[src/ctrl_params.svh]
`ifndef CTRL_PARAMS_SVH
`define CTRL_PARAMS_SVH

// instruction word fields.
`define CTRL_INSTR_W   32
`define CTRL_OPCODE_W  6
`define CTRL_FUNCT_W   6
`define CTRL_REG_W     5
`define CTRL_SHAMT_W   5
`define CTRL_IMM_W     16

// sequencer state.
`define CTRL_STATE_W   4

// alu operation code.
`define CTRL_ALUOP_W   4

`endif
[src/ctrl_pkg.sv]
`include "ctrl_params.svh"

package ctrlPkg;

    // ############################
    // sequencer and instruction.
    // ############################

    typedef enum logic [`CTRL_STATE_W-1:0] {
        fetch     = 4'd0,
        decode    = 4'd1,
        execute   = 4'd2,
        memAccess = 4'd3,
        loadWrite = 4'd4,
        halt      = 4'd5
    } cpuState_t;

    typedef struct packed {
        logic [`CTRL_OPCODE_W-1:0] opcode;
        logic [`CTRL_REG_W-1:0]    rs;
        logic [`CTRL_REG_W-1:0]    rt;
        logic [`CTRL_REG_W-1:0]    rd;
        logic [`CTRL_SHAMT_W-1:0]  shamt;
        logic [`CTRL_FUNCT_W-1:0]  funct;
    } rFields_t;

    typedef struct packed {
        logic [`CTRL_OPCODE_W-1:0] opcode;
        logic [`CTRL_REG_W-1:0]    rs;
        logic [`CTRL_REG_W-1:0]    rt;
        logic [`CTRL_IMM_W-1:0]    imm;
    } iFields_t;

    typedef union packed {
        rFields_t r;  // special opcode and regimm branches.
        iFields_t i;
    } instrWord_u;

    typedef enum logic [5:0] {
        clsNop = 6'd0,
        clsAddu, clsSubu, clsAnd, clsOr, clsXor, clsSlt, clsSltu,
        clsSll, clsSrl, clsSra, clsSllv, clsSrlv, clsSrav, clsJr, clsJalr,
        clsAddiu, clsSlti, clsSltiu, clsAndi, clsOri, clsXori, clsLui,
        clsLw, clsLb, clsLbu, clsLh, clsLhu, clsSw, clsSb, clsSh,
        clsBeq, clsBne, clsBgez, clsBltz, clsBgtz, clsBlez, clsJ, clsJal
    } instrClass_t;

    // ############################
    // control words.
    // ############################

    typedef enum logic [`CTRL_ALUOP_W-1:0] {
        aluAdd = 4'd0, aluSub = 4'd1, aluAnd = 4'd2, aluOr = 4'd3,
        aluXor = 4'd4, aluSll = 4'd5, aluSrl = 4'd6, aluSra = 4'd7
    } aluOp_t;

    typedef enum logic [1:0] {
        zeroExt  = 2'd0,
        signExt  = 2'd2,
        upperExt = 2'd3  // imm into the upper half.
    } extMode_t;

    typedef struct packed {
        aluOp_t     aluOp;
        logic [1:0] srcA;
        logic [2:0] srcB;
        extMode_t   extMode;
        logic       abSwap;
    } aluCtrl_t;

    typedef struct packed {
        logic [1:0] regDst;
        logic [1:0] memToReg;
        logic [1:0] pcSrc;
        logic [1:0] iorD;
        logic       irWrite;
        logic       memWrite;
        logic       memRead;
        logic       pcWrite;
        logic       regWrite;
        logic       altPcWrite;
        logic       altPcMux;
        logic       linkEn;
        logic       linkIn;
        logic [1:0] byteCnt;
        logic [2:0] maskCnt;
    } accessCtrl_t;

    // class groups.
    function automatic logic isLoad(instrClass_t c);
        return c inside {clsLw, clsLb, clsLbu, clsLh, clsLhu};
    endfunction

    function automatic logic isStore(instrClass_t c);
        return c inside {clsSw, clsSb, clsSh};
    endfunction

    function automatic logic isBranch(instrClass_t c);
        return c inside {clsBeq, clsBne, clsBgez, clsBltz, clsBgtz, clsBlez};
    endfunction

    function automatic logic isSltFam(instrClass_t c);
        return c inside {clsSlt, clsSltu, clsSlti, clsSltiu};
    endfunction

    function automatic logic isImm(instrClass_t c);
        return c inside {clsAddiu, clsSlti, clsSltiu, clsAndi, clsOri, clsXori, clsLui};
    endfunction

    // special opcode classes, jr and jalr included.
    function automatic logic isRtype(instrClass_t c);
        return c inside {[clsAddu:clsJalr]};
    endfunction

    function automatic logic isRAlu(instrClass_t c);
        return isRtype(c) && !(c inside {clsJr, clsJalr});
    endfunction

endpackage

[src/mipsControl.sv]
`timescale 1ns/10ps

module mipsControl (
    input  logic                    clk,
    input  logic                    rst,
    input  ctrlPkg::cpuState_t      state,
    input  ctrlPkg::instrWord_u     instr,
    output ctrlPkg::aluCtrl_t       aluCtrl,
    output ctrlPkg::accessCtrl_t    accessCtrl
);
    import ctrlPkg::*;

    instrClass_t cls;  // held after decode.

    instrClassifier classifier (
        .clk   (clk),
        .rst   (rst),
        .state (state),
        .instr (instr),
        .cls   (cls)
    );

    aluSteering steering (
        .clk     (clk),
        .rst     (rst),
        .state   (state),
        .cls     (cls),
        .aluCtrl (aluCtrl)
    );

    accessStrobes strobes (
        .clk        (clk),
        .rst        (rst),
        .state      (state),
        .cls        (cls),
        .accessCtrl (accessCtrl)
    );

endmodule

[src/accessStrobes.sv]
`timescale 1ns/10ps

module accessStrobes (
    input  logic                    clk,
    input  logic                    rst,
    input  ctrlPkg::cpuState_t      state,
    input  ctrlPkg::instrClass_t    cls,
    output ctrlPkg::accessCtrl_t    accessCtrl
);
    import ctrlPkg::*;

    accessCtrl_t nextCtrl;

    always_comb begin
        nextCtrl = '0;
        case (state)
            fetch: begin
                nextCtrl.irWrite = 1'b1;
                nextCtrl.memRead = 1'b1;
                nextCtrl.pcWrite = 1'b1;
            end

            // ############################
            // decode and execute.
            // ############################
            decode: begin
                nextCtrl.pcSrc      = 2'd2;
                nextCtrl.memRead    = 1'b1;
                nextCtrl.altPcMux   = 1'b1;
                nextCtrl.altPcWrite = cls inside {clsJ, clsJal};  // jump target.
                if (cls inside {clsJal, clsJalr}) begin
                    nextCtrl.regDst = 2'd2;  // link register.
                end else if (isRtype(cls)) begin
                    nextCtrl.regDst = 2'd1;
                end
            end
            execute: begin
                nextCtrl.pcSrc      = 2'd1;
                nextCtrl.memRead    = 1'b1;
                nextCtrl.altPcMux   = 1'b1;
                nextCtrl.linkEn     = 1'b1;
                nextCtrl.altPcWrite = isBranch(cls);
                nextCtrl.linkIn     = cls inside {clsJal, clsJalr};
                if (isRtype(cls)) begin
                    nextCtrl.regDst = 2'd1;
                end
            end

            // ############################
            // memory and write back.
            // ############################
            memAccess: begin
                if (isSltFam(cls)) begin
                    nextCtrl.memToReg = 2'd2;  // compare flag.
                end
                if (isRtype(cls)) begin
                    nextCtrl.regDst = 2'd1;
                end
                if (isLoad(cls) || isStore(cls)) begin
                    nextCtrl.iorD = 2'd1;  // data address.
                end
                nextCtrl.memWrite   = isStore(cls);
                nextCtrl.memRead    = !isStore(cls);
                nextCtrl.regWrite   = isRAlu(cls) || isImm(cls);
                nextCtrl.altPcWrite = cls inside {clsJr, clsJalr};
                case (cls)
                    clsSb:   nextCtrl.byteCnt = 2'd1;
                    clsSh:   nextCtrl.byteCnt = 2'd2;
                    default: nextCtrl.byteCnt = 2'd0;
                endcase
            end
            loadWrite: begin
                nextCtrl.memToReg = 2'd1;
                nextCtrl.pcSrc    = 2'd2;
                nextCtrl.memRead  = 1'b1;
                nextCtrl.altPcMux = 1'b1;
                nextCtrl.regWrite = isLoad(cls);
                case (cls)  // sub-word load masks.
                    clsLh:   nextCtrl.maskCnt = 3'd1;
                    clsLhu:  nextCtrl.maskCnt = 3'd2;
                    clsLb:   nextCtrl.maskCnt = 3'd3;
                    clsLbu:  nextCtrl.maskCnt = 3'd4;
                    default: nextCtrl.maskCnt = 3'd0;
                endcase
            end
            default: begin
                nextCtrl = '0;  // halt, everything idle.
            end
        endcase
    end

    always_ff @(posedge clk) begin
        if (rst) begin
            accessCtrl <= '0;
        end else begin
            accessCtrl <= nextCtrl;
        end
    end

endmodule

[src/aluSteering.sv]
`timescale 1ns/10ps

module aluSteering (
    input  logic                    clk,
    input  logic                    rst,
    input  ctrlPkg::cpuState_t      state,
    input  ctrlPkg::instrClass_t    cls,
    output ctrlPkg::aluCtrl_t       aluCtrl
);
    import ctrlPkg::*;

    aluCtrl_t nextCtrl;

    always_comb begin
        nextCtrl = '0;

        // extension is a function of the class alone.
        if (cls == clsLui) begin
            nextCtrl.extMode = upperExt;
        end else if (cls inside {clsAddiu, clsSlti, clsSltiu} ||
                     isLoad(cls) || isStore(cls) || isBranch(cls)) begin
            nextCtrl.extMode = signExt;
        end else begin
            nextCtrl.extMode = zeroExt;
        end

        case (state)
            decode: begin
                nextCtrl.srcB = 3'd3;  // branch target.
            end
            execute: begin
                nextCtrl.srcA = (cls == clsLui) ? 2'd2 : 2'd1;
                if (isImm(cls) || isLoad(cls) || isStore(cls)) begin
                    nextCtrl.srcB = 3'd2;
                end else if (cls inside {clsSll, clsSrl, clsSra}) begin
                    nextCtrl.srcB = 3'd4;  // shamt.
                end else if (cls inside {clsSllv, clsSrlv, clsSrav}) begin
                    nextCtrl.srcB = 3'd5;
                end else if (cls inside {clsJr, clsJalr}) begin
                    nextCtrl.srcB = 3'd6;
                end
                if (isBranch(cls) || isSltFam(cls) || cls == clsSubu) begin
                    nextCtrl.aluOp = aluSub;
                end else begin
                    case (cls)
                        clsAnd, clsAndi:  nextCtrl.aluOp = aluAnd;
                        clsOr, clsOri:    nextCtrl.aluOp = aluOr;
                        clsXor, clsXori:  nextCtrl.aluOp = aluXor;
                        clsSll, clsSllv:  nextCtrl.aluOp = aluSll;
                        clsSrl, clsSrlv:  nextCtrl.aluOp = aluSrl;
                        clsSra, clsSrav:  nextCtrl.aluOp = aluSra;
                        default:          nextCtrl.aluOp = aluAdd;
                    endcase
                end
                nextCtrl.abSwap = cls inside {[clsSll:clsSrav]};
            end
            memAccess: begin
                nextCtrl.srcA = 2'd1;
            end
            default: begin
                nextCtrl.srcB = 3'd1;  // pc plus four.
            end
        endcase
    end

    always_ff @(posedge clk) begin
        if (rst) begin
            aluCtrl <= '0;
        end else begin
            aluCtrl <= nextCtrl;
        end
    end

endmodule

[src/instrClassifier.sv]
`timescale 1ns/10ps

module instrClassifier (
    input  logic                    clk,
    input  logic                    rst,
    input  ctrlPkg::cpuState_t      state,
    input  ctrlPkg::instrWord_u     instr,
    output ctrlPkg::instrClass_t    cls
);
    import ctrlPkg::*;

    instrClass_t fresh;
    instrClass_t held;

    always_comb begin
        fresh = clsNop;
        case (instr.i.opcode)
            6'b000000: begin  // special.
                case (instr.r.funct)
                    6'b100000, 6'b100001: fresh = clsAddu;
                    6'b100010, 6'b100011: fresh = clsSubu;
                    6'b100100: fresh = clsAnd;
                    6'b100101: fresh = clsOr;
                    6'b100110: fresh = clsXor;
                    6'b101010: fresh = clsSlt;
                    6'b101011: fresh = clsSltu;
                    6'b000000: fresh = clsSll;
                    6'b000010: fresh = clsSrl;
                    6'b000011: fresh = clsSra;
                    6'b000100: fresh = clsSllv;
                    6'b000110: fresh = clsSrlv;
                    6'b000111: fresh = clsSrav;
                    6'b001000: fresh = clsJr;
                    6'b001001: fresh = clsJalr;
                    default:   fresh = clsNop;
                endcase
            end
            6'b000001: begin  // regimm, rt picks the branch.
                case (instr.r.rt)
                    5'b00000: fresh = clsBltz;
                    5'b00001: fresh = clsBgez;
                    default:  fresh = clsNop;
                endcase
            end
            6'b000110: fresh = (instr.r.rt == '0) ? clsBlez : clsNop;
            6'b000111: fresh = (instr.r.rt == '0) ? clsBgtz : clsNop;
            6'b000010: fresh = clsJ;
            6'b000011: fresh = clsJal;
            6'b000100: fresh = clsBeq;
            6'b000101: fresh = clsBne;
            6'b001000, 6'b001001: fresh = clsAddiu;
            6'b001010: fresh = clsSlti;
            6'b001011: fresh = clsSltiu;
            6'b001100: fresh = clsAndi;
            6'b001101: fresh = clsOri;
            6'b001110: fresh = clsXori;
            6'b001111: fresh = clsLui;
            6'b100000: fresh = clsLb;
            6'b100001: fresh = clsLh;
            6'b100011: fresh = clsLw;
            6'b100100: fresh = clsLbu;
            6'b100101: fresh = clsLhu;
            6'b101000: fresh = clsSb;
            6'b101001: fresh = clsSh;
            6'b101011: fresh = clsSw;
            default:   fresh = clsNop;
        endcase
    end

    // capture at the decode edge.
    always_ff @(posedge clk) begin
        if (rst) begin
            held <= clsNop;
        end else if (state == decode) begin
            held <= fresh;
        end
    end

    assign cls = (state == decode) ? fresh : held;  // live only in decode.

endmodule

[config.mk]
export PLATFORM = sky130hd
export DESIGN_NAME = mipsControl
export DESIGN_NICKNAME = d
export VERILOG_FILES = /design/src/ctrl_pkg.sv /design/src/mipsControl.sv /design/src/accessStrobes.sv /design/src/aluSteering.sv /design/src/instrClassifier.sv
export VERILOG_INCLUDE_DIRS = /design/src
export SDC_FILE = /design/constraint.sdc
export NUM_CORES = 1
export LEC_CHECK = 0
export BUFFER_PORTS_ARGS = -buffer_cell sky130_fd_sc_hd__buf_4
export CORE_MARGIN = 5
export CORE_UTILIZATION = 52
export CTS_CLUSTER_SIZE = 8
export DETAILED_ROUTE_END_ITERATION = 12
export PLACE_DENSITY_LB_ADDON = 0.2
export SLEW_MARGIN = 20
export SYNTH_ARGS = -nofsm -noshare
export SYNTH_HDL_FRONTEND = slang
export SYNTH_SLANG_ARGS = --single-unit
[constraint.sdc]
create_clock -name clk -period 4.65 [get_ports clk]
set_input_delay 0.93 -clock clk [delete_from_list [all_inputs] [get_ports clk]]
set_output_delay 0.93 -clock clk [all_outputs]
set_load 0.03 [all_outputs]
==> run metrics <==
Worst slew margin=27.9%; CTS tree=built; setup TNS=0 ns; Post-DP HPWL=4.88 mm; filler instances=421; CP top delay family=simple AND/OR/NAND/NOR gates; Worst path max stage delay=about 0.58 ns; CTS buffer count=5; Net Sw Frac=28.3%; multi-input logic area=0.00164 sq mm; post-synth top area share=29.2%; CP endpoint kind=flop; first-pass GRT wire length=10.6 mm; Crit Path Category=input pin to flop; Cell Chain, Critical Path=buf_4 > or4_4 > or4_1 > o211ai_1 > a311oi_2 > ha_1 > nor3_1 > nand2_1 > mux2_2 > or3_1 > a31oi_1; layout cell share with drive strength beyond 1=26.1%; #FFs+latches synth=37; drc violations=0; P_leak=1.23 nW; clock sinks=37; Worst Path Max Fanout=8; Vias=about 2.5k; final hold vios=0; Nets=389; Skew-Pair Late Insertion Delay=0.29 ns; CP required=4.86 ns; cell count after synthesis=296; Placeable Area=approximately 0.0047 sq mm; clock slew at reported path FFs=0.08 ns; Gates resized, CTS repair=0; CTS max path bufs=2; I/O pin count=72; # setup viols final=0; Slew Limit Fails=0; register share of total power=47.4%; Synth area leader=dfxtp_1; Synth Warn #=0; launch point of the worst path=instr[20]; final worst setup slack=0.636 ns; Die Wd=79.9 um; DR pass1 iterations=5; clock skew=0.0112 ns; Hold Buf Count CTS=0; n_diodes=0; Die Y=between 70 and 80 um; Antenna Violating Nets Remaining=0; I/O Buffers=54; per-cell routed wire length=16.1 um; dominant synthesized flop cell=dfxtp_1; Worst Hold Class=flop to flop; post-synthesis sequential area ratio=29.2%; VDD IR max=108 uV; vias in the first global route=2206; synth-to-layout area growth=19.9%; First DRT Iteration DRCs=around 300; reported net switching power=0.191 mW; unrepaired setup endpoints after global routing=no; post-synthesis cell type count=slightly below 80; grt ovf=0; Final Critical Period=4.01 ns; reg2reg start=classifier.held[1]; Gate power share=between 10% and 20%; status=finished clean; Slowest-stage cell, CP=or4_4; Min-Delay Startpoint=classifier.held[4]; Global Route Usage Sum=21.0%; syn avg cell area=~8.6 sq um; pwr dens=222 mW/mm^2; Starting Density=53.8%; WP buf/inv=1; vias per inst=~6.0; max frequency=249 MHz; initial antenna violation count=0; clk root buf=clkbuf_8; # rows=25; routed wire length=6.56 mm; cell area after synthesis=0.00254 sq mm; final worst path period share=86.3%; ranking of synthesized cells by area=dfxtp_1, ha_1, nor2_1; H-tree lvl count=2; most common cell after layout, fill and taps aside=buf_4; Pint=0.486 mW; max-cap viol count=0; critical path arrival=4.23 ns; pre-CTS WS=0.272 ns; crit path launch type=input pin; postcts setup bufs=0; Core Util, Final=64.5%; gpl congestion=between 0.8 and 0.9; Tightest Pin Transition=between 1 and 1.5 ns; commonest non-fill, non-tap cells in the layout=buf_4, dfxtp_1, nor2_1; die area=0.00638 sq mm; Post-synth EDFFs=0; async set or reset register ratio after synthesis=0%; power share of the clock group=about a third; largest net degree at the start of global routing=19; FF+latch area=741 sq um
==> power by group through the flow <==
stage / registers (mW) / logic [mW] / clock network (mW)
floorplan: 0.336 / 0.0728 / 0
global placement: 0.329 / 0.114 / 0
detailed placement: 0.329 / 0.115 / 0
CTS: 0.321 / 0.116 / 0.243
global route: 0.322 / 0.127 / 0.260
finish: 0.321 / 0.117 / 0.239
==> state kept, by name, indices dropped and copies added (netlist names) <==
signal	count
steering.aluCtrl	11
classifier.held	6
strobes.accessCtrl	20
==> cell type report <==
type                       count  area share [%]
sequential                    37            24.3
clock buffer                   6            2.71
tap                           67            2.75
multi-input combinational    225            53.9
inverter                      13            1.60
clock inverter                 2           0.452
timing repair buffer          58            14.3
==> worst paths after layout <==
kind                          to  slack [ns]  cells past startpoint
max          steering.aluCtrl[3]        0.64                     11
min           classifier.held[4]        0.56                      2
max reg2reg  steering.aluCtrl[3]        1.94                      9
min reg2reg   classifier.held[4]        0.56                      2
==> metrics by stage <==
stage | cell area [sq um] | power (mW) | std cells | hold slack [ns]
after global placement | 2940 | 0.442 | 400 | 0.527
after global routing | 3050 | 0.709 | 408 | 0.601
after CTS | 3040 | 0.680 | 408 | 0.555
final | 3050 | 0.677 | 408 | 0.563
after detailed placement | 2940 | 0.444 | 400 | 0.541
after floorplan | 2540 | 0.408 | 297 | 0.494
==> layer usage <==
metal | GRT usage, % | vias up | part of all wire [%]
li1 | - | 1177 | -
met1 | 29.0 | 1172 | 44
met2 | 32.9 | 101 | 47
met3 | 4.06 | 10 | 7.7
met4 | 6.08 | 0 | 1.2
met5 | 0 | - | 0
==> worst reg2reg max path: cells and delay by family, from the launching register on <==
family	cells	cell delay, ns
multiplexers	1	0.27
flip-flops	1	0.30
AND/OR/NAND/NOR	4	0.99
adder cells (fa/ha/maj)	1	0.27
AO/OA/AOI/OAI	2	0.65
buffers and inverters	1	0.14
==> kinds of logic after synthesis <==
family                     synth area share, %
and+or+nand+nor                           26.7
AOI/OAI and AO/OA                         27.3
muxes                                     3.25
DFF                                       29.2
adders and majority gates                 5.42
other                                    0.148
xor gates and xnor gates                  1.38
buffers and inverters                     6.65
==> cells in the mapped netlist, types with 7 or more instances <==
cell type,number
dfxtp_1,37
nor2_1,28
nand2_1,20
a21oi_1,16
inv_1,13
ha_1,11
clkbuf_1,10
nand3_1,10
a31oi_1,7
nor2b_1,7
nor3_1,7
Power figures use the tool's default switching activity.
